<file path="config.mk">
export PLATFORM = sky130hd
export DESIGN_NAME = uartTx
export DESIGN_NICKNAME = d
export VERILOG_FILES = /design/src/verilog/uartBridge_pkg.sv /design/src/verilog/uartTx.sv
export VERILOG_INCLUDE_DIRS = /design/src /design/src/verilog
export SDC_FILE = /design/constraint.sdc
export NUM_CORES = 1
export LEC_CHECK = 0
export ABC_AREA = 1
export BUFFER_PORTS_ARGS = -buffer_cell sky130_fd_sc_hd__buf_4
export CAP_MARGIN = 30
export CORE_MARGIN = 1.5
export CORE_UTILIZATION = 30
export CTS_CLUSTER_DIAMETER = 80
export DETAILED_ROUTE_END_ITERATION = 8
export HOLD_SLACK_MARGIN = 0.05
export PLACE_DENSITY_LB_ADDON = 0.2
export RECOVER_POWER = 25
export SLEW_MARGIN = 10
export SYNTH_ARGS = -nofsm -noshare
export SYNTH_HDL_FRONTEND = slang
export SYNTH_SLANG_ARGS = --single-unit
</file>
<file path="constraint.sdc">
create_clock -name sys_clk -period 1.8 [get_ports sys_clk]
set_clock_uncertainty 0.1 [all_clocks]
set_input_delay 0.09 -clock sys_clk [delete_from_list [all_inputs] [get_ports sys_clk]]
set_output_delay 0.09 -clock sys_clk [all_outputs]
set_load 0.02 [all_outputs]
</file>
<file path="src/verilog/uartBridge_defines.svh">
// Bridge constants; BIT_CLKS must be even and at least 4, MEM_WORDS must be a power of two
`ifndef UARTBRIDGE_DEFINES_SVH
`define UARTBRIDGE_DEFINES_SVH

// Clocks per serial bit, shared by receiver and transmitter
`define BIT_CLKS 16

// Depth of the on-chip word memory
// Address is taken modulo this depth
`define MEM_WORDS 256

// Command opcodes, first byte of a frame
`define CMD_READ 8'h52
`define CMD_WRITE 8'h57

// Abort byte, drops a partial command
`define CMD_CLEAR 8'h2F

`endif

</file>
<file path="src/verilog/uartBridge_pkg.sv">
// Frame types for the command parser; bytes are packed opcode first, so byte 0 sits in [47:40]
package uartBridge_pkg;

    typedef logic [22:0] memAddr_t;    // Word address, 23 bits
    typedef logic [15:0] memWord_t;    // One memory word

    // Read view: R, three address bytes, then two bytes never received
    typedef struct packed {
        logic [7:0]  opcode;           // Always CMD_READ here
        logic        addrTop;          // Bit 23 of the address bytes, ignored
        memAddr_t    addr;
        logic [15:0] pad;              // Stale, not part of a read
    } readFrame_s;

    // Write view: W, three address bytes, data high then low
    typedef struct packed {
        logic [7:0]  opcode;           // Always CMD_WRITE here
        logic        addrTop;          // Ignored like in the read view
        memAddr_t    addr;
        memWord_t    data;             // High byte received first
    } writeFrame_s;

    // One 48-bit register, decoded by whichever opcode arrived
    typedef union packed {
        readFrame_s  rd;
        writeFrame_s wr;
    } cmdFrame_u;

endpackage

</file>
<file path="src/verilog/uartTx.sv">
// Sends one word as two 8N1 bytes, low byte first; a sendStrobe while busy is ignored
`timescale 1ns/1ps
`include "uartBridge_defines.svh"

module uartTx (
    input  logic                    sys_clk,
    input  logic                    arstN,
    input  logic                    sendStrobe,
    input  uartBridge_pkg::memWord_t sendWord,
    output logic                    txLine
);
    import uartBridge_pkg::*;

    localparam int CNT_W = $clog2(`BIT_CLKS);
    localparam logic [CNT_W-1:0] LAST_CNT = CNT_W'(`BIT_CLKS - 1);

    // FSM states
    localparam logic [1:0] TX_IDLE  = 2'd0;
    localparam logic [1:0] TX_START = 2'd1;
    localparam logic [1:0] TX_DATA  = 2'd2;
    localparam logic [1:0] TX_STOP  = 2'd3;

    logic [1:0]       state;
    logic [CNT_W-1:0] clkCnt;      // Clocks inside current bit
    logic [2:0]       bitCnt;      // Data bit on the line
    logic             byteSel;     // 0 low byte, 1 high byte
    memWord_t         txWord;      // Latched reply word
    logic [7:0]       curByte;
    logic             bitEnd;      // Last clock of a bit

    assign curByte = byteSel ? txWord[15:8] : txWord[7:0];
    assign bitEnd  = (clkCnt == LAST_CNT);

    always_ff @(posedge sys_clk or negedge arstN) begin
        if (!arstN) begin
            state   <= TX_IDLE;
            clkCnt  <= '0;
            bitCnt  <= '0;
            byteSel <= 1'b0;
            txLine  <= 1'b1;       // Idle high
        end else begin
            if (state != TX_IDLE)
                clkCnt <= bitEnd ? '0 : clkCnt + 1'b1;
            case (state)
                TX_IDLE: begin
                    clkCnt <= '0;
                    if (sendStrobe) begin
                        state   <= TX_START;
                        byteSel <= 1'b0;
                        txLine  <= 1'b0;           // Start bit from next cycle
                    end
                end
                TX_START: begin
                    if (bitEnd) begin
                        state  <= TX_DATA;
                        bitCnt <= '0;
                        txLine <= curByte[0];      // LSB first
                    end
                end
                TX_DATA: begin
                    if (bitEnd) begin
                        if (bitCnt == 3'd7) begin
                            state  <= TX_STOP;
                            txLine <= 1'b1;
                        end else begin
                            bitCnt <= bitCnt + 3'd1;
                            txLine <= curByte[bitCnt + 3'd1];
                        end
                    end
                end
                TX_STOP: begin
                    if (bitEnd) begin
                        if (byteSel)
                            state <= TX_IDLE;      // Both bytes out, line stays high
                        else begin
                            byteSel <= 1'b1;       // High byte next
                            state   <= TX_START;
                            txLine  <= 1'b0;
                        end
                    end
                end
                default: state <= TX_IDLE;
            endcase
        end
    end

    // Word captured only when a frame can start
    always_ff @(posedge sys_clk) begin
        if (state == TX_IDLE && sendStrobe)
            txWord <= sendWord;
    end

endmodule

</file>
==> impl_metrics.ini, run 1 <==
[run_status]
run_status = finished clean

[worst_setup_path]
setup.worst_path.end_class = flip-flop
cp.required_ps = 1850
path_max_fanout = 4
critPathMostFrequentCell = sky130_fd_sc_hd__inv_1
cp_slowest_stage_delay_ps = 380
path_class = flip-flop to flip-flop
cp_slowest_cell = sky130_fd_sc_hd__dfrtp_1
path_cells = inv_1, ha_1, inv_1, nor2_1, a21oi_2, nand3_2, a21oi_1, o22ai_1
worstPathArrival_ps = 1690
critPathLaunchType = flip-flop

[die]
fp-row-count = 23
fp.dieW_um = 68.2
pin_count = 20
die-height_um = 68.2
core_um2 = 4060
initial_utilization_pct = 31.5
fp.dieArea_um2 = 4650

[sta]
fin_ws_ps = 155
hold_viol = 0
report.final.slew_viol_count = 0
post_route_clock_period_utilization_pct = 91.4
tightestPinTransition_ps = 619
relSlewSlack_pct = 58.7
max_freq_mhz = 608
post-route-min-period_ps = 1650
finalSetupViolCount = 0

[hold_path]
hold_path_class = input pin to flip-flop

[cts]
path_clk_slew_ps = 90
numCtsBuffers = 3
ctsLongestPathBuffers = 2
cts_num_sinks = 27
cts_tree = built
cts.htree.levels = 1
worstSkewPairLatency_ps = 260
cts-root-buf = sky130_fd_sc_hd__clkbuf_8

[grt]
maximum_number_of_pins_on_one_net_before_global_route_repair = 15
grt_first_pass_wirelength_um = 4130
grt_util_overall_pct = 11.9
grt_remaining_overflow = 0
first_global_vias = 1046
antenna_violations_before_repair = 0

[job]
max_cap_viol_count = 0

[final_layout]
final_cell_area_um2 = 1720
n_antenna_cell = 0
fin_cells = 222
synthToLayoutAreaGrowth_pct = 34.8
layout.nets = 199
post_route_cells_drive_above_1_share_pct = 20.9

[drt]
vias_per_cell = 4.44
route.antenna.remaining_nets = 0
drt-pass1-iter-count = 4
drc = 0
detailroute.via_count = 985
wl_um = 2370
routed_wire_length_per_instance_um = 10.7
dr.first_iter.drc_count = 18

[logic_synthesis]
synth_register_bits = 27
post_synth_inst_count = 129
synth_fp_nets = 155
netlist_area_um2 = 1280
post_synthesis_sequential_area_ratio_pct = 59.3
yosysWarningCount = 0
avgSynthCellArea_um2 = 9.89
synth.distinct_cells = 17

[place]
hpwl_um = 1700
dpl.cell_count = 201
gp_congestion = 0.797
dpl_worst_slack_ps = 157
placement.cell_area_um2 = 1500
port_buffer_count = 19

[pwr]
vdd.ir_drop.worst_uv = 261
power_density_normalized_to_cell_area_nw_per_um2 = 610
totalPowerFinal_mw = 1.05
p_leak_nw = 0.810
[critical path, delay by kind of cell, from the launching register on]
kind / cells / cell delay [ps]
adder cells (fa/ha/maj): 1 / 250
AO/OA/AOI/OAI: 3 / 400
flip-flops: 1 / 380
AND/OR/NAND/NOR: 2 / 190
buffers and inverters: 2 / 210
[metal layers]
| metal | share of wire (%) | GRT usage [%] |
|---|---|---|
| met1 | 44 | 13.0 |
| met2 | 51 | 21.2 |
| met3 | 3.8 | 3.78 |
| met4 | 0.84 | 5.00 |
| met5 | 0 | 0 |
[final timing paths]
kind                                  from         to  slack (ps)  cells past startpoint
worst max-delay path              state[0]   state[0]         150                      8
worst min-delay path            sendStrobe    byteSel          60                      3
worst max register to register    state[0]   state[0]         150                      8
worst min register to register   clkCnt[0]  clkCnt[0]         360                      1
max in group asynchronous            arstN  bitCnt[0]         970                      2
min in group asynchronous            arstN  clkCnt[3]         240                      2
[flip-flops by register name (all words and copies together) (netlist names)]
register and cells:
bitCnt 3, byteSel 1, clkCnt 4, state 2, txLine 1, txWord 16
[layout make-up]
class / instances / area [um2]
fillers: 405 / 2340
flip-flops and latches: 27 / 757
multi-input cells: 82 / 445
repair buffers: 40 / 339
inverters: 19 / 71.3
well taps: 50 / 62.6
clock buffers: 4 / 45.0
[where the power goes]
group | switching [mW] | leakage (nW) | internal (mW) | total, mW
sequential | 0 | 0.280 | 0.656 | 0.656
combinational | 0.0155 | 0.508 | 0.0470 | 0.0624
clock | 0.173 | 0.0228 | 0.158 | 0.332
[synth_stat cells]
master,count,share of area (%)
sky130_fd_sc_hd__dfstp_2,1,2.1
sky130_fd_sc_hd__o21ai_1,1,0.39
sky130_fd_sc_hd__inv_2,2,0.59
sky130_fd_sc_hd__inv_1,17,5.0
sky130_fd_sc_hd__nand3_1,16,6.3
sky130_fd_sc_hd__buf_6,1,0.88
sky130_fd_sc_hd__o21ai_0,9,3.5
sky130_fd_sc_hd__nand2_1,32,9.4
sky130_fd_sc_hd__edfxtp_1,16,38
sky130_fd_sc_hd__nand2_2,4,2.0
sky130_fd_sc_hd__xor2_1,1,0.69
sky130_fd_sc_hd__a21oi_1,4,1.6
sky130_fd_sc_hd__o22ai_1,1,0.49
sky130_fd_sc_hd__dfrtp_1,10,20
sky130_fd_sc_hd__nand3_2,2,1.6
sky130_fd_sc_hd__nor2_1,5,1.5
sky130_fd_sc_hd__ha_1,7,6.9
[per-stage QoR]
step	utilization [%]	setup TNS, ps	hold slack (ps)
after floorplan	-	0	-306
after global placement	37.0	0	-169
after detailed placement	37.0	0	-164
after CTS	42.3	0	67.3
after global routing	42.4	-2.96	128
final	42.4	0	63.0
[cell families (layout without fill, tap and decap cells)]
kind of cell | Yosys count | in the layout | share of synthesized area (%)
adder cells (fa/ha/maj) | 7 | 7 | 6.86
buffers and inverters | 20 | 63 | 6.47
AO/OA/AOI/OAI | 15 | 15 | 5.98
XOR/XNOR | 1 | 1 | 0.686
AND/OR/NAND/NOR | 59 | 59 | 20.7
flip-flops | 27 | 27 | 59.3
[cell usage in the layout, fill, tap and decap left out, types with 2 or more instances in the layout]
master,count
sky130_fd_sc_hd__a21oi_1,3
sky130_fd_sc_hd__buf_4,20
sky130_fd_sc_hd__clkbuf_1,2
sky130_fd_sc_hd__clkbuf_4,2
sky130_fd_sc_hd__clkbuf_8,3
sky130_fd_sc_hd__dfrtp_1,10
sky130_fd_sc_hd__dlygate4sd3_1,17
sky130_fd_sc_hd__edfxtp_1,16
sky130_fd_sc_hd__ha_1,7
sky130_fd_sc_hd__inv_1,17
sky130_fd_sc_hd__inv_2,2
sky130_fd_sc_hd__nand2_1,32
sky130_fd_sc_hd__nand2_2,4
sky130_fd_sc_hd__nand3_1,15
sky130_fd_sc_hd__nand3_2,3
sky130_fd_sc_hd__nor2_1,5
sky130_fd_sc_hd__o21ai_0,9
[repair_timing]
action	4_1_cts	5_1_grt
setup endpoints to repair	0	2
buffers inserted	0	0
hold buffers	17	0
endpoints found under the hold margin	27	0
resized for setup	0	2
No activity file was read; power rests on OpenSTA's default activity.
==> run 2, diff against run 1 <==
--- a/config.mk
+++ b/config.mk
@@ -6,7 +6,6 @@
 export SDC_FILE = /design/constraint.sdc
 export NUM_CORES = 1
 export LEC_CHECK = 0
-export ABC_AREA = 1
 export BUFFER_PORTS_ARGS = -buffer_cell sky130_fd_sc_hd__buf_4
 export CAP_MARGIN = 30
 export CORE_MARGIN = 1.5
==> impl_metrics.ini, run 2 <==
[sta]
relSlewSlack_pct = 56.8
max_freq_mhz = 515
post_route_clock_period_utilization_pct = 108
tightestPinTransition_ps = 648
rsz0062_at_grt = yes
post-route-min-period_ps = 1940
fin_ws_ps = -141
finalSetupViolCount = 2
hold_viol = 0
report.final.slew_viol_count = 0

[cts]
cts_tree = built
ctsLongestPathBuffers = 2
worstSkewPairLatency_ps = 270
numCtsBuffers = 3
path_clk_slew_ps = 100
cts.htree.levels = 1
cts-root-buf = sky130_fd_sc_hd__clkbuf_8
cts_num_sinks = 27

[worst_setup_path]
critPathLaunchType = flip-flop
path_max_fanout = 3
worstPathArrival_ps = 2040
cp.required_ps = 1900
path_cells = ha_2, ha_4, mux4_2, nor3b_4, o41ai_2, nand3_1
path_class = flip-flop to flip-flop
setup.worst_path.end_class = flip-flop
cp_slowest_stage_delay_ps = 400
cp_slowest_cell = sky130_fd_sc_hd__dfrtp_1

[logic_synthesis]
avgSynthCellArea_um2 = 13.5
async_set_or_reset_flop_fraction_in_the_synthesized_netlist_pct = 40.7
synth_register_bits = 27
synth_most_common_cell = sky130_fd_sc_hd__edfxtp_1
share_of_the_synthesized_area_in_the_top_cell_type_pct = 36.3
post_synth_inst_count = 98
netlist_area_um2 = 1330
synth.largest_area_cell = sky130_fd_sc_hd__edfxtp_1
most_frequent_cells_after_synthesis = 16 x sky130_fd_sc_hd__edfxtp_1, 10 x sky130_fd_sc_hd__dfrtp_1, 7 x sky130_fd_sc_hd__ha_1, 7 x sky130_fd_sc_hd__mux2i_1, 6 x sky130_fd_sc_hd__nor2_1
yosysWarningCount = 0
ys.flop_type = sky130_fd_sc_hd__edfxtp_1
post_synthesis_sequential_area_ratio_pct = 57.1
synth.distinct_cells = 39
synth.area.top_cells = sky130_fd_sc_hd__edfxtp_1 36%, sky130_fd_sc_hd__dfrtp_1 19%, sky130_fd_sc_hd__ha_1 6.6%, sky130_fd_sc_hd__mux2i_1 5.3%, sky130_fd_sc_hd__mux4_2 3.4%
synth-edff-count = 16
synth_fp_nets = 124

[die]
initial_utilization_pct = 32.2
fp-row-count = 23
fp.dieW_um = 69.5
fp.dieArea_um2 = 4820
core_um2 = 4120
pin_count = 20
die-height_um = 69.5

[drt]
dr.first_iter.drc_count = 15
drc = 0
route.antenna.remaining_nets = 0
detailroute.via_count = 992
wl_um = 2630
routed_wire_length_per_instance_um = 12.5
drt-pass1-iter-count = 4
vias_per_cell = 4.72

[pwr]
p_leak_nw = 0.835
vdd.ir_drop.worst_uv = 433
totalPowerFinal_mw = 1.07
power_density_normalized_to_cell_area_nw_per_um2 = 537

[place]
port_buffer_count = 19
dpl_worst_slack_ps = -85.6
gp_congestion = 0.808
hpwl_um = 1900
dpl.cell_count = 184

[final_layout]
fin_cells = 210
register_with_the_highest_flop_count = txWord
synthToLayoutAreaGrowth_pct = 50.3
largest_registers = txWord x16, clkCnt x4, bitCnt x3
post_route_cells_drive_above_1_share_pct = 40.6
flip_flop_count_of_the_largest_register_all_copies_and_words_added = 16
mostFrequentLayoutCell = sky130_fd_sc_hd__buf_4
layout.nets = 187
commonest_cells_after_routing_fill_and_taps_aside = 38 x sky130_fd_sc_hd__buf_4, 18 x sky130_fd_sc_hd__dlygate4sd3_1, 16 x sky130_fd_sc_hd__edfxtp_1
n_antenna_cell = 0

[grt]
first_global_vias = 1024
grt_util_overall_pct = 11.8
grt_remaining_overflow = 0
maximum_number_of_pins_on_one_net_before_global_route_repair = 17
antenna_violations_before_repair = 0
grt_first_pass_wirelength_um = 4570

[job]
max_cap_viol_count = 0

[run_status]
run_status = finished with violations
violations = negative setup slack

[hold_path]
hold_path_class = input pin to asynchronous set/reset pin
run 2: per-layer routing:
| layer | global-route usage (%) | routed length, um | vias to the layer above |
|---|---|---|---|
| met5 | 0 | 0 | - |
| met4 | 4.58 | 44 | 0 |
| met3 | 2.47 | 78 | 5 |
| met2 | 19.9 | 1340 | 18 |
| met1 | 14.9 | 1160 | 468 |
| li1 | - | - | 501 |
run 2: layout make-up:
cell class	instances	area, um2
flip-flops and latches	27	757
multi-input cells	64	586
inverters	3	11.3
clock buffers	3	41.3
fillers	353	2120
repair buffers	62	527
well taps	50	62.6
clock inverters	1	7.51
run 2: where the power goes:
group,switching [mW],internal (mW)
sequential,0,0.656
combinational,0.0167,0.0494
clock,0.191,0.157
run 2: per-stage QoR:
step / instance area [um2] / util [%] / TNS (ps) / hold WS (ps)
2_1_floorplan: 1370 / - / -89.4 / -306
3_3_place_gp: 1700 / 41.4 / -123 / -162
3_5_place_dp: 1700 / 41.4 / -165 / -160
4_1_cts: 1960 / 47.6 / -182 / 78.8
5_1_grt: 1990 / 48.4 / -475 / 313
6_report: 1990 / 48.4 / -239 / 242
run 2: path summary, 6_finish.rpt:
kind                             end  startpoint  slack, ps  cells after the start
min                        bitCnt[2]       arstN        240                      2
max                           txLine   bitCnt[0]       -140                      6
min in group sys_clk       clkCnt[3]   clkCnt[3]        420                      1
min reg2reg                clkCnt[3]   clkCnt[3]        420                      1
max in group asynchronous    byteSel       arstN        940                      2
max reg2reg                   txLine   bitCnt[0]       -140                      6
run 2: cells by family after synthesis:
family / Yosys count / share of synthesized area (%)
flip-flops: 27 / 57.1
AO/OA/AOI/OAI: 18 / 11.0
AND/OR/NAND/NOR: 27 / 11.1
buffers and inverters: 7 / 2.74
XOR/XNOR: 1 / 0.661
multiplexers: 11 / 10.7
adder cells (fa/ha/maj): 7 / 6.61
run 2: critical path, delay by kind of cell, from the launching register on:
family                     cells  cell delay [ps]
DFF                            1              400
and+or+nand+nor                2              280
muxes                          1              290
adders and majority gates      2              470
AOI/OAI and AO/OA              1              320
run 2: timing repair:
action,in CTS,in global routing
hold endpoints to repair,28,0
hold buffers,18,0
gates resized for setup,3,4
buffers inserted,2,2
pin swaps,2,4
endpoints found under the setup margin,3,3
==> run 3, diff against run 2 <==
--- a/config.mk
+++ b/config.mk
@@ -8,6 +8,7 @@
 export LEC_CHECK = 0
 export BUFFER_PORTS_ARGS = -buffer_cell sky130_fd_sc_hd__buf_4
 export CAP_MARGIN = 30
+export CORE_ASPECT_RATIO = 1.75
 export CORE_MARGIN = 1.5
 export CORE_UTILIZATION = 30
 export CTS_CLUSTER_DIAMETER = 80
==> impl_metrics.ini, run 3 (synthesis gave the netlist of run 2 again) <==
[drt]
route.antenna.remaining_nets = 0
drc = 0
routed_wire_length_per_instance_um = 13.4
wl_um = 2780
drt-pass1-iter-count = 4
vias_per_cell = 4.76
detailroute.via_count = 990
dr.first_iter.drc_count = 15

[grt]
first_global_vias = 1063
grt_first_pass_wirelength_um = 4540
grt_remaining_overflow = 0
antenna_violations_before_repair = 0
grt_util_overall_pct = 12.8
maximum_number_of_pins_on_one_net_before_global_route_repair = 17

[hold_path]
hold_path_class = input pin to flip-flop

[die]
pin_count = 20
core_um2 = 4190
fp.dieW_um = 53.2
initial_utilization_pct = 31.6
fp-row-count = 31
die-height_um = 90.9
fp.dieArea_um2 = 4840

[run_status]
violations = negative setup slack
run_status = finished with violations

[sta]
report.final.slew_viol_count = 0
finalSetupViolCount = 2
post_route_clock_period_utilization_pct = 104
tightestPinTransition_ps = 713
fin_ws_ps = -73.9
relSlewSlack_pct = 52.5
totalNegativeSetupSlack_ps = -133
post-route-min-period_ps = 1870
rsz0062_at_grt = yes
hold_viol = 0
max_freq_mhz = 534

[place]
port_buffer_count = 19
dpl.cell_count = 185
gp_congestion = 0.781
dpl_worst_slack_ps = -144
hpwl_um = 2030

[cts]
path_clk_slew_ps = 90
ctsLongestPathBuffers = 2
cts_tree = built
cts_num_sinks = 27
worstSkewPairLatency_ps = 270
cts.htree.levels = 1
cts-root-buf = sky130_fd_sc_hd__clkbuf_8
numCtsBuffers = 3

[worst_setup_path]
critPathLaunchType = flip-flop
path_max_fanout = 4
setup.worst_path.end_class = flip-flop
cp.required_ps = 1890
worstPathArrival_ps = 1970
path_class = flip-flop to flip-flop

[pwr]
totalPowerFinal_mw = 1.06
vdd.ir_drop.worst_uv = 623
power_density_normalized_to_cell_area_nw_per_um2 = 536
p_leak_nw = 0.822

[final_layout]
finish.utilization_pct = 47.3
register_with_the_highest_flop_count = txWord
largest_registers = txWord x16, clkCnt x4, bitCnt x3
post_route_cells_drive_above_1_share_pct = 41.5
commonest_cells_after_routing_fill_and_taps_aside = 38 x sky130_fd_sc_hd__buf_4, 17 x sky130_fd_sc_hd__dlygate4sd3_1, 16 x sky130_fd_sc_hd__edfxtp_1
flip_flop_count_of_the_largest_register_all_copies_and_words_added = 16
fin_cells = 208
final.fill_count = 392
synthToLayoutAreaGrowth_pct = 49.6
mostFrequentLayoutCell = sky130_fd_sc_hd__buf_4
n_antenna_cell = 0
layout.nets = 186

[job]
max_cap_viol_count = 0
run 3: area by class of cell:
| cell class | instances | area (um2) | area share, % |
|---|---|---|---|
| multi-input combinational | 64 | 588 | 29.7 |
| sequential | 27 | 758 | 38.3 |
| timing repair buffer | 61 | 517 | 26.1 |
| tap | 49 | 61.3 | 3.09 |
| clock buffer | 3 | 41.3 | 2.08 |
| clock inverter | 1 | 5.00 | 0.253 |
| inverter | 3 | 11.3 | 0.568 |
run 3: worst paths after layout:
check / depth (start not counted) / slack (ps) / endpoint / start
max in group asynchronous: 2 / 840 / state[1] / arstN
min: 3 / 60 / byteSel / sendStrobe
min in group asynchronous: 2 / 270 / clkCnt[1] / arstN
min reg2reg: 1 / 430 / clkCnt[3] / clkCnt[3]
max: 6 / -70 / txLine / state[1]
max reg2reg: 6 / -70 / txLine / state[1]
run 3: repair_timing:
| action | 4_1_cts | 5_1_grt |
|---|---|---|
| hold buffers | 17 | 0 |
| pin swaps | 3 | 2 |
| endpoints found under the hold margin | 27 | 0 |
| buffers inserted | 1 | 1 |
| setup endpoints to repair | 3 | 3 |
| gates resized for setup | 4 | 5 |
run 3: critical path, stage by stage (launching register included):
cell and delay, ps:
sky130_fd_sc_hd__dfrtp_2 430, sky130_fd_sc_hd__inv_2 60, sky130_fd_sc_hd__ha_1 210, sky130_fd_sc_hd__or3_1 390, sky130_fd_sc_hd__a221oi_2 290, sky130_fd_sc_hd__mux2i_1 230
sky130_fd_sc_hd__nand3_1 90
run 3: stage by stage:
step           cell area, um2  hold slack [ps]
2_1_floorplan            1370             -306
3_3_place_gp             1720             -164
3_5_place_dp             1720             -155
4_1_cts                  1950             57.0
5_1_grt                  1980             79.1
6_report                 1980             55.6
run 3: report_power, final:
group | switching, mW | leakage (nW) | internal [mW]
logic | 0.0168 | 0.522 | 0.0480
registers | 0 | 0.274 | 0.656
clock network | 0.186 | 0.0255 | 0.155
run 3: metal layers:
layer / share of wire (%) / vias up / track usage, % / routed length (um)
met1: 38 / 471 / 12.9 / 1040
met5: 0 / - / 0 / 0
li1: - / 493 / - / -
met4: 2.4 / 0 / 6.41 / 66
met3: 2.2 / 6 / 1.66 / 61
met2: 58 / 20 / 23.9 / 1610
