===== config.mk =====
export PLATFORM = sky130hd
export DESIGN_NAME = cmdParser_flat
export DESIGN_NICKNAME = d
export VERILOG_FILES = /design/src/verilog/uartBridge_pkg.sv /design/src/verilog/memBus_if.sv /design/src/verilog/cmdParser.sv /design/src/flat_wrapper.sv
export VERILOG_INCLUDE_DIRS = /design/src /design/src/verilog
export SDC_FILE = /design/constraint.sdc
export NUM_CORES = 1
export LEC_CHECK = 0
export BUFFER_PORTS_ARGS = -buffer_cell sky130_fd_sc_hd__buf_2
export CAP_MARGIN = 40
export CORE_ASPECT_RATIO = 1.2
export CORE_MARGIN = 8
export CORE_UTILIZATION = 45
export CTS_BUF_LIST = sky130_fd_sc_hd__clkbuf_2 sky130_fd_sc_hd__clkbuf_4 sky130_fd_sc_hd__clkbuf_8
export DETAILED_ROUTE_END_ITERATION = 8
export PLACE_DENSITY_LB_ADDON = 0.05
export SLEW_MARGIN = 20
export SYNTH_ARGS = -nofsm -noshare
export SYNTH_HDL_FRONTEND = slang
export SYNTH_SLANG_ARGS = --single-unit

===== constraint.sdc =====
create_clock -name sys_clk -period 3.7 [get_ports sys_clk]
set_input_delay 0.37 -clock sys_clk [delete_from_list [all_inputs] [get_ports sys_clk]]
set_output_delay 0.37 -clock sys_clk [all_outputs]
set_load 0.1 [all_outputs]

===== src/verilog/uartBridge_defines.svh =====
// Bridge constants; BIT_CLKS must be even and at least 4, MEM_WORDS must be a power of two
`ifndef UARTBRIDGE_DEFINES_SVH
`define UARTBRIDGE_DEFINES_SVH

// Clocks per serial bit, shared by receiver and transmitter
`define BIT_CLKS 16

// Depth of the on-chip word memory
// Address is taken modulo this depth
`define MEM_WORDS 256

// Command opcodes, first byte of a frame
`define CMD_READ 8'h52
`define CMD_WRITE 8'h57

// Abort byte, drops a partial command
`define CMD_CLEAR 8'h2F

`endif


===== src/verilog/uartBridge_pkg.sv =====
// Frame types for the command parser; bytes are packed opcode first, so byte 0 sits in [47:40]
package uartBridge_pkg;

    typedef logic [22:0] memAddr_t;    // Word address, 23 bits
    typedef logic [15:0] memWord_t;    // One memory word

    // Read view: R, three address bytes, then two bytes never received
    typedef struct packed {
        logic [7:0]  opcode;           // Always CMD_READ here
        logic        addrTop;          // Bit 23 of the address bytes, ignored
        memAddr_t    addr;
        logic [15:0] pad;              // Stale, not part of a read
    } readFrame_s;

    // Write view: W, three address bytes, data high then low
    typedef struct packed {
        logic [7:0]  opcode;           // Always CMD_WRITE here
        logic        addrTop;          // Ignored like in the read view
        memAddr_t    addr;
        memWord_t    data;             // High byte received first
    } writeFrame_s;

    // One 48-bit register, decoded by whichever opcode arrived
    typedef union packed {
        readFrame_s  rd;
        writeFrame_s wr;
    } cmdFrame_u;

endpackage


===== src/verilog/memBus_if.sv =====
// Parser-to-memory bus; all strobes are one cycle wide and there is no back-pressure
`timescale 1ns/1ps

interface memBus_if;
    import uartBridge_pkg::*;

    // Request side, driven by the parser
    logic     reqValid;    // One-cycle request strobe
    logic     reqWrite;    // 1 write, 0 read
    memAddr_t reqAddr;     // Full word address, memory wraps it
    memWord_t reqData;     // Only meaningful on writes

    // Read return, driven by the memory
    logic     rdValid;     // One cycle after a read request
    memWord_t rdData;

    // Command parser end
    modport master (
        output reqValid, reqWrite, reqAddr, reqData,
        input  rdValid, rdData
    );

    // Memory end
    modport slave (
        input  reqValid, reqWrite, reqAddr, reqData,
        output rdValid, rdData
    );

endinterface


===== src/verilog/cmdParser.sv =====
// R/W command decoder; byte 0x2F aborts a partial command at any position, so frames must avoid it
`timescale 1ns/1ps
`include "uartBridge_defines.svh"

module cmdParser (
    input  logic       sys_clk,
    input  logic       arstN,
    input  logic [7:0] rxByte,
    input  logic       rxStrobe,
    memBus_if.master   mem,
    output logic       cmdError
);
    import uartBridge_pkg::*;

    logic [2:0] byteCnt;       // Bytes of the current command held so far
    cmdFrame_u  frame;         // Collected bytes, opcode on top
    cmdFrame_u  nextFrame;     // Frame with the incoming byte merged in
    logic       isWriteCmd;    // Opcode of the held frame is W
    logic [2:0] lastIdx;       // Index of the final byte
    logic       lastByte;
    logic       isClear;
    logic       isOpcode;      // Known command byte
    logic       frameDone;     // Final byte arriving now

    // Slot for byte n is [47-8n -: 8]
    always_comb begin
        nextFrame = frame;
        nextFrame[47 - 8 * byteCnt -: 8] = rxByte;
    end

    assign isWriteCmd = (frame.wr.opcode == `CMD_WRITE);
    assign lastIdx    = isWriteCmd ? 3'd5 : 3'd3;     // 6 bytes for W, 4 for R
    assign lastByte   = (byteCnt == lastIdx);
    assign isClear    = (rxByte == `CMD_CLEAR);
    assign isOpcode   = (rxByte == `CMD_READ) || (rxByte == `CMD_WRITE);
    assign frameDone  = rxStrobe && (byteCnt != 3'd0) && lastByte && !isClear;

    // Byte counter and strobes
    always_ff @(posedge sys_clk or negedge arstN) begin
        if (!arstN) begin
            byteCnt      <= '0;
            mem.reqValid <= 1'b0;
            cmdError     <= 1'b0;
        end else begin
            mem.reqValid <= 1'b0;          // One-cycle strobes
            cmdError     <= 1'b0;
            if (rxStrobe) begin
                if (isClear) begin
                    byteCnt <= '0;         // Drop partial command
                end else if (byteCnt == 3'd0) begin
                    if (isOpcode)
                        byteCnt <= 3'd1;
                    else
                        cmdError <= 1'b1;  // Unknown opcode is discarded
                end else if (lastByte) begin
                    byteCnt      <= '0;
                    mem.reqValid <= 1'b1;  // Request on the cycle after the last byte
                end else begin
                    byteCnt <= byteCnt + 3'd1;
                end
            end
        end
    end

    // Frame storage and request payload
    always_ff @(posedge sys_clk) begin
        if (rxStrobe)
            frame <= nextFrame;
        if (frameDone) begin
            mem.reqWrite <= isWriteCmd;
            mem.reqAddr  <= nextFrame.rd.addr;    // Address sits in the same bits for R and W
            if (isWriteCmd)
                mem.reqData <= nextFrame.wr.data;    // Write view holds data in the last two bytes
        end
    end

endmodule


===== src/flat_wrapper.sv =====
// flat-port wrapper written by rule: the top's interface ports become plain ports
module cmdParser_flat import uartBridge_pkg::*;
  (sys_clk, arstN, rxByte, rxStrobe, cmdError, mem_reqValid, mem_reqWrite, mem_reqAddr, mem_reqData, mem_rdValid, mem_rdData);
  memBus_if mem_i ();
  input  logic sys_clk;
  input  logic arstN;
  input  logic [7:0] rxByte;
  input  logic rxStrobe;
  output logic cmdError;
  output wire logic [$bits(mem_i.reqValid)-1:0] mem_reqValid;
  output wire logic [$bits(mem_i.reqWrite)-1:0] mem_reqWrite;
  output wire logic [$bits(mem_i.reqAddr)-1:0] mem_reqAddr;
  output wire logic [$bits(mem_i.reqData)-1:0] mem_reqData;
  input wire logic [$bits(mem_i.rdValid)-1:0] mem_rdValid;
  input wire logic [$bits(mem_i.rdData)-1:0] mem_rdData;
  assign mem_reqValid = mem_i.reqValid;
  assign mem_reqWrite = mem_i.reqWrite;
  assign mem_reqAddr = mem_i.reqAddr;
  assign mem_reqData = mem_i.reqData;
  assign mem_i.rdValid = mem_rdValid;
  assign mem_i.rdData = mem_rdData;
  cmdParser u_core (.sys_clk(sys_clk), .arstN(arstN), .rxByte(rxByte), .rxStrobe(rxStrobe), .mem(mem_i), .cmdError(cmdError));
endmodule

==> flow_metrics.py, run 1 <==
metrics = {
    "run": {
        "cap_violations": 0,
    },
    "floorplan": {
        "die_h_um": 115,
        "rows": 36,
        "fp.dieW_um": 98.3,
        "die-area_um2": 11300,
        "io-pin-count": 70,
        "core-area_um2": 8020,
        "start_util": 0.456,
    },
    "sta": {
        "slew_violations": 0,
        "layout_setup_ws_ps": 1390,
        "rsz0062_at_grt": "false",
        "post-route-period-util": 0.624,
        "clock-skew-final_ps": 5.74,
        "hold_ws_ps": 341,
        "worstMarginPinSlew_ps": 691,
        "slew-limit-headroom": 0.537,
        "finalSetupViolations": 0,
        "clock.fmax_mhz": 433,
        "tns_ps": 0,
        "layout_min_cycle_time_ps": 2310,
        "hold_viol": 0,
    },
    "finish": {
        "diodes": 0,
        "areaGrowthSynthToFinish_pct": 15.5,
        "nFillCells": 686,
        "utilization": 0.527,
        "layout-drive-gt1-share": 0.447,
        "final_nets": 288,
        "seqCellArea_um2": 2740,
        "multi_input_comb_area_um2": 887,
    },
    "logic_synthesis": {
        "synth.distinct_cells": 36,
        "synth.yosys.warnings": 0,
        "synth_seq_area_share": 0.748,
        "ys_ff_latch": 92,
        "netlist_area_um2": 3660,
        "syn_inst": 192,
        "synth_nets": 223,
        "post_synth.cell_area_avg_um2": 19.1,
    },
    "worst_setup_path": {
        "cp.arrival_ps": 2340,
        "r2r_end": "u_core.mem.reqAddr[16]",
        "setup.worst_path.end_class": "register",
        "cp_max_fo": 18,
        "critPathKind": "register to register",
        "r2r_cells": 5,
        "r2r_setup_slack_ps": 1390,
        "start_kind": "register",
        "rr_startpoint": "u_core.frame[43]",
        "worstPathRequired_ps": 3740,
    },
    "clock_tree": {
        "clock-root-buffer": "clkbuf_8",
        "numCtsBuffers": 9,
        "htreeDepth": 3,
        "insertion_delay_ps": 350,
        "cts_tree": "built",
        "path_clk_slew_ps": 80,
        "ctsResizeCount": 0,
        "cts.path.max_buffers": 2,
        "cts.sinks": 92,
    },
    "run_status": {
        "status": "complete, no violations",
    },
    "placement": {
        "dp_hpwl_um": 4650,
        "pre_cts_slack_ps": 1340,
        "gp_congestion": 0.729,
        "io_buffers": 52,
    },
    "grt": {
        "grt-ovfl-total": 0,
        "grt_pass1_vias": 1964,
        "grt_usage": 0.136,
        "antenna_found_initial": 0,
        "grt_max_degree": 46,
        "grt_pass1_wl_um": 11300,
    },
    "pwr": {
        "leakagePower_nw": 1.54,
        "power_density_nw_per_um2": 669,
        "vdd_drop_max_mv": 0.296,
    },
    "route": {
        "antenna_left": 0,
        "drcViolationCount": 0,
        "drt_iter0_drc": 95,
        "wire_per_inst_um": 20.1,
        "vias_per_cell": 5.27,
        "via_count": 1881,
        "finalWirelength_um": 7190,
        "drt_pass1_iterations": 4,
    },
    "min_path": {
        "hp-class": "input port to async pin",
    },
}
-- cell usage in the layout (no fill, tap or decap), types with 4 or more instances in the layout --
cell type / n
and2_1: 9
buf_2: 52
buf_4: 4
clkbuf_8: 9
dfrtp_1: 5
edfxtp_1: 87
mux2_2: 31
mux2_4: 7
nor2_1: 5
-- synth_stat cells --
library cell	count	share of area
a22o_1	1	0.0024
a32o_1	1	0.0027
and2_1	9	0.015
buf_4	1	0.0021
buf_6	2	0.0062
dfrtp_1	5	0.034
edfxtp_1	87	0.71
ha_1	3	0.010
inv_1	3	0.0031
inv_2	1	0.0010
mux2_2	31	0.095
mux2_4	7	0.029
nand2_1	3	0.0031
nand2b_1	1	0.0017
nand2b_4	1	0.0038
nand3b_1	1	0.0021
nand4b_1	3	0.0072
nand4bb_1	2	0.0062
nand4bb_4	1	0.0075
nor2_1	5	0.0051
nor2_2	1	0.0017
nor2b_1	1	0.0017
nor3_1	2	0.0027
nor3_2	2	0.0055
nor3_4	1	0.0044
nor3b_1	1	0.0021
nor4_1	3	0.0051
nor4b_1	1	0.0024
o2111ai_1	1	0.0024
o211a_1	1	0.0027
o211ai_1	1	0.0021
o21ai_0	2	0.0027
o21ai_1	3	0.0041
o41ai_1	1	0.0024
or3_1	2	0.0034
xor2_1	1	0.0024
-- report_power, final --
group	leakage, nW	internal (mW)	switching, mW
combinational	0.573	0.319	0.430
sequential	0.879	1.42	0.0755
clock	0.0852	0.255	0.333
-- worst max-delay path by stage --
stage / start / to / slack, ps / cells after the start
final: u_core.frame[43] / u_core.mem.reqAddr[16] / 1390 / 5
after global routing: u_core.byteCnt[1] / u_core.frame[12] / 1210 / 4
after CTS: u_core.byteCnt[1] / u_core.frame[12] / 1330 / 4
after floorplan: u_core.frame[47] / u_core.mem.reqData[0] / 490 / 4
after detailed placement: u_core.byteCnt[1] / u_core.mem.reqData[12] / 1340 / 4
after global placement: u_core.byteCnt[1] / u_core.mem.reqData[12] / 1400 / 4
-- metrics by stage --
step           total power [mW]  std cells  area [µm²]
3_5_place_dp               2.27        340        4050
6_report                   2.83        357        4230
4_1_cts                    2.86        357        4230
3_3_place_gp               2.25        340        4050
2_1_floorplan              2.12        192        3660
5_1_grt                    2.97        357        4230
-- final cells by class --
class / instances / area share
well taps: 95 / 0.0281
inverters: 4 / 0.00355
clock inverters: 5 / 0.00681
multi-input cells: 93 / 0.210
clock buffers: 11 / 0.0329
repair buffers: 57 / 0.0710
flip-flops and latches: 92 / 0.648
-- routing by layer --
layer / up-vias / wire [µm] / global-route usage
met5: - / 0 / 0
met4: 0 / 118 / 0.0697
met3: 9 / 320 / 0.0394
met2: 34 / 3570 / 0.216
met1: 954 / 3190 / 0.165
li1: 884 / - / -
-- flip-flops by register name, indices dropped and copies added (netlist names) --
| name | cells |
|---|---|
| u_core.cmdError | 1 |
| u_core.byteCnt | 3 |
| u_core.mem.reqData | 16 |
| u_core.mem.reqValid | 1 |
| u_core.frame | 47 |
| u_core.mem.reqWrite | 1 |
| u_core.mem.reqAddr | 23 |
-- cell families after synthesis --
family                   after synthesis  share of synthesized area
AND/OR/NAND/NOR                       40                     0.0811
XOR/XNOR                               1                    0.00239
multiplexers                          38                      0.124
buffers and inverters                  7                     0.0123
flip-flops                            92                      0.748
AO/OA/AOI/OAI                         11                     0.0215
adder cells (fa/ha/maj)                3                     0.0103
-- worst max-delay path: stages, from the launching register on --
cell	delay [ps]
edfxtp_1	360
nand4b_1	310
nor4_1	260
o21ai_1	180
nor3_2	500
buf_4	380
-- what timing repair did --
| action | 4_1_cts | 5_1_grt |
|---|---|---|
| hold endpoints to repair | 5 | 0 |
| buffers inserted | 0 | 0 |
| hold buffers | 1 | 0 |
| setup endpoints to repair | 0 | 0 |
(Power assumes the default switching activity.)
==> inputs of run 2 (changes only) <==
Clock period 3.7 ns to 1.9 ns, I/O delays scaled along.
==> flow_metrics.py, run 2 (synthesized netlist as in run 1, its figures left out) <==
metrics = {
    "run_status": {
        "status": "complete, no violations",
    },
    "clock_tree": {
        "clock-root-buffer": "clkbuf_8",
        "numCtsBuffers": 9,
        "cts.path.max_buffers": 2,
        "post_cts_buffers": 0,
        "cts_tree": "built",
        "htreeDepth": 3,
        "path_clk_slew_ps": 90,
        "cts.sinks": 92,
        "insertion_delay_ps": 350,
    },
    "sta": {
        "hold_viol": 0,
        "layout_setup_ws_ps": 53.3,
        "rsz0062_at_grt": "true",
        "clock.fmax_mhz": 542,
        "slew_violations": 0,
        "tns_ps": 0,
        "layout_min_cycle_time_ps": 1850,
        "clock-skew-final_ps": 9.26,
        "post-route-period-util": 0.972,
        "finalSetupViolations": 0,
        "worstMarginPinSlew_ps": 600,
        "slew-limit-headroom": 0.595,
    },
    "pwr": {
        "leakagePower_nw": 1.63,
        "p_comb_frac": 0.312,
        "power_frac_seq": 0.482,
        "p_sw_mw": 1.71,
        "switching_share": 0.289,
        "p_int_mw": 4.20,
        "vdd_drop_max_mv": 0.514,
        "power_density_nw_per_um2": 1320,
        "share_clk_of_total_power": 0.206,
    },
    "route": {
        "antenna_left": 0,
        "vias_per_cell": 5.36,
        "via_count": 1974,
        "drcViolationCount": 0,
        "drt_iter0_drc": 97,
        "finalWirelength_um": 7370,
        "wire_per_inst_um": 20.0,
        "drt_pass1_iterations": 4,
    },
    "finish": {
        "layout_commonest_cell": "edfxtp_1",
        "final_nets": 302,
        "layout-drive-gt1-share": 0.495,
        "largest_register_ffs": 47,
        "diodes": 0,
        "areaGrowthSynthToFinish_pct": 22.1,
        "largest_register": "u_core.frame",
        "layout_common_cells": "edfxtp_1, buf_2, mux2_2",
        "largestRegisters": "u_core.frame x47, u_core.mem.reqAddr x23, u_core.mem.reqData x16",
    },
    "min_path": {
        "hp-class": "input port to async pin",
    },
    "worst_setup_path": {
        "cp.arrival_ps": 1940,
        "setup.worst_path.end_class": "register",
        "critPathKind": "register to register",
        "worstPathRequired_ps": 2000,
        "cp_max_fo": 9,
        "start_kind": "register",
    },
    "grt": {
        "grt-ovfl-total": 0,
        "grt_usage": 0.140,
        "grt_pass1_vias": 2139,
        "antenna_found_initial": 0,
        "grt_pass1_wl_um": 11900,
        "grt_max_degree": 36,
    },
    "floorplan": {
        "die_h_um": 115,
        "core-area_um2": 8020,
        "io-pin-count": 70,
        "fp.dieW_um": 98.3,
        "die-area_um2": 11300,
        "rows": 36,
        "start_util": 0.456,
    },
    "placement": {
        "pre_cts_slack_ps": 25.7,
        "io_buffers": 52,
        "gp_congestion": 0.742,
        "dp_hpwl_um": 4900,
    },
    "run": {
        "cap_violations": 0,
    },
}
## run 2: final timing paths
kind,start,end,slack [ps],cells after the start
min in group sys_clk,rxByte[7],u_core.frame[47],240,2
hold / removal,arstN,u_core.byteCnt[1],170,2
setup / recovery,u_core.byteCnt[2],u_core.frame[21],50,5
setup reg to reg,u_core.byteCnt[2],u_core.frame[21],50,5
max in group asynchronous,arstN,u_core.byteCnt[0],1590,2
hold reg to reg,u_core.frame[11],u_core.mem.reqData[11],570,1
## run 2: power by group through the flow
stage / clock [mW] / sequential, mW / combinational, mW
2_1_floorplan: 0 / 3.09 / 1.07
3_3_place_gp: 0 / 2.87 / 1.76
4_1_cts: 1.26 / 2.84 / 1.79
6_report: 1.22 / 2.85 / 1.84
5_1_grt: 1.34 / 2.88 / 2.00
3_5_place_dp: 0 / 2.89 / 1.78
## run 2: worst max-delay path, cell delays in order, from the launching register on
cell	delay [ps]
dfrtp_1	420
ha_4	300
nand2b_4	70
or3_1	320
buf_6	160
mux2_4	310
## run 2: cell type report
type,count,area [µm²]
clock buffers,10,131
clock inverters,3,41.3
fillers,678,3550
inverters,4,15.0
multi-input cells,93,956
flip-flops and latches,92,2740
well taps,95,119
repair buffers,71,467
## run 2: through the flow
step	std cells	power [mW]	area, µm²	hold slack (ps)	util
floorplan	192	4.16	3710	-106	-
global placement	354	4.64	4240	7.70	0.529
detailed placement	354	4.67	4240	12.5	0.529
CTS	368	5.89	4420	149	0.551
global route	368	6.22	4470	185	0.557
finish	368	5.91	4470	170	0.557
## run 2: what timing repair did
action / CTS / global route
hold buffers: 1 / 0
endpoints found under the hold margin: 5 / 0
gates resized for setup: 0 / 7
setup endpoints to repair: 0 / 40
## run 2: routing by layer
layer | part of all wire | wire length [µm] | vias up | GRT usage
met3 | 0.034 | 254 | 11 | 0.0291
met5 | 0 | 0 | - | 0
met4 | 0.023 | 170 | 0 | 0.0810
li1 | - | - | 910 | -
met2 | 0.49 | 3610 | 36 | 0.220
met1 | 0.45 | 3340 | 1017 | 0.177
==> inputs of run 3 (changes only) <==
Clock period 1.9 ns to 1.59 ns, I/O delays scaled along.
==> flow_metrics.py, run 3 (synthesized netlist as in run 1, its figures left out) <==
metrics = {
    "finish": {
        "utilization": 0.585,
        "final_cell_area_um2": 4690,
        "diodes": 0,
        "largestRegisters": "u_core.frame x47, u_core.mem.reqAddr x23, u_core.mem.reqData x16",
        "largest_register": "u_core.frame",
        "largest_register_ffs": 47,
        "layout_commonest_cell": "edfxtp_1",
        "areaGrowthSynthToFinish_pct": 28.1,
        "final_nets": 324,
        "layout_common_cells": "edfxtp_1, buf_2, mux2_2",
        "stdcell_count": 393,
        "layout-drive-gt1-share": 0.544,
        "nFillCells": 641,
    },
    "sta": {
        "clock.fmax_mhz": 523,
        "finalSetupViolations": 122,
        "rsz0062_at_grt": "true",
        "slew-limit-headroom": 0.583,
        "layout_setup_ws_ps": -322,
        "layout_min_cycle_time_ps": 1910,
        "slew_violations": 0,
        "hold_viol": 0,
        "hold_ws_ps": 145,
        "tns_ps": -26800,
        "worstMarginPinSlew_ps": 618,
        "clock-skew-final_ps": 19.3,
        "post-route-period-util": 1.20,
    },
    "placement": {
        "post_dp_cell_area_um2": 4400,
        "dpl.cell_count": 373,
        "gp_congestion": 0.806,
        "dp_hpwl_um": 5300,
        "io_buffers": 52,
    },
    "floorplan": {
        "io-pin-count": 70,
        "die-area_um2": 11300,
        "start_util": 0.456,
        "die_h_um": 115,
        "rows": 36,
        "core-area_um2": 8020,
        "fp.dieW_um": 98.3,
    },
    "grt": {
        "grt_max_degree": 46,
        "met1_usage": 0.177,
        "grt_pass1_vias": 2128,
        "grt.busiest_layer": "met2",
        "grt_usage": 0.137,
        "grt_pass1_wl_um": 11700,
        "grt-ovfl-total": 0,
        "grtUsageMet3": 0.0400,
        "grt_use_met2": 0.221,
        "antenna_found_initial": 0,
    },
    "pwr": {
        "power_density_nw_per_um2": 1560,
        "vdd_drop_max_mv": 1.01,
        "leakagePower_nw": 1.76,
    },
    "min_path": {
        "hp-class": "input port to async pin",
    },
    "worst_setup_path": {
        "cp_max_fo": 7,
        "setup.worst_path.end_class": "register",
        "start_kind": "register",
        "critPathKind": "register to register",
        "worstPathRequired_ps": 1670,
        "cp.arrival_ps": 1990,
    },
    "run_status": {
        "violations": "setup timing",
        "status": "finished with violations",
    },
    "route": {
        "via_count": 2026,
        "wire_per_inst_um": 19.6,
        "drt_pass1_iterations": 4,
        "antenna_left": 0,
        "finalWirelength_um": 7720,
        "drcViolationCount": 0,
        "drt_iter0_drc": 119,
        "vias_per_cell": 5.16,
    },
    "clock_tree": {
        "cts.path.max_buffers": 2,
        "cts.sinks": 92,
        "clock-root-buffer": "clkbuf_8",
        "cts_tree": "built",
        "path_clk_slew_ps": 100,
        "insertion_delay_ps": 360,
        "htreeDepth": 3,
        "numCtsBuffers": 9,
    },
    "run": {
        "cap_violations": 0,
    },
}
## run 3: final timing paths
check,startpoint,endpoint,slack [ps],cells past startpoint
max reg2reg,u_core.frame[43],u_core.mem.reqData[6],-320,6
max,u_core.frame[43],u_core.mem.reqData[6],-320,6
min reg2reg,u_core.frame[11],u_core.mem.reqData[11],570,1
min,arstN,u_core.mem.reqValid,150,2
max in group asynchronous,arstN,u_core.byteCnt[2],1310,2
min in group sys_clk,rxByte[7],u_core.frame[47],180,2
## run 3: what timing repair did
action                                  in CTS  in global routing
hold buffers                                 1                  0
gates resized for setup                      5                  5
endpoints found under the setup margin     122                130
endpoints found under the hold margin        5                  0
cloned                                       0                  1
setup buffers                                0                  2
## run 3: power by group
group / total (mW) / leakage, nW / switching [mW] / internal (mW)
registers: 3.39 / 0.879 / 0.0978 / 3.29
logic: 2.40 / 0.785 / 1.27 / 1.14
clock network: 1.50 / 0.0960 / 0.886 / 0.610
total: 7.29 / 1.76 / 2.25 / 5.04
## run 3: cell type report
| type | instances | area (µm²) | area share |
|---|---|---|---|
| Sequential cell | 92 | 2740 | 0.584 |
| Multi-Input combinational cell | 93 | 967 | 0.206 |
| Tap cell | 95 | 119 | 0.0254 |
| Clock buffer | 9 | 124 | 0.0264 |
| Timing Repair Buffer | 93 | 661 | 0.141 |
| Clock inverter | 7 | 63.8 | 0.0136 |
| Inverter | 4 | 15.0 | 0.00320 |
## run 3: per-stage QoR
stage               power (mW)  worst slack [ps]
floorplan                 5.03              -430
global placement          5.76              -245
detailed placement        5.78              -257
CTS                       7.32              -258
global route              7.62              -392
finish                    7.29              -322
## run 3: worst max-delay path, cell delays in order, from the launching register on
cell       delay, ps
edfxtp_1         360
nand4b_1         320
nor4_4           270
o21ai_4          130
nor4b_4          250
buf_4            180
clkbuf_16        150
## run 3: layer usage
| layer | wire length [µm] | up-vias | share of wire |
|---|---|---|---|
| met1 | 3600 | 1029 | 0.47 |
| met5 | 0 | - | 0 |
| met4 | 18 | 0 | 0.0023 |
| li1 | - | 954 | - |
| met2 | 3820 | 41 | 0.49 |
| met3 | 284 | 2 | 0.037 |
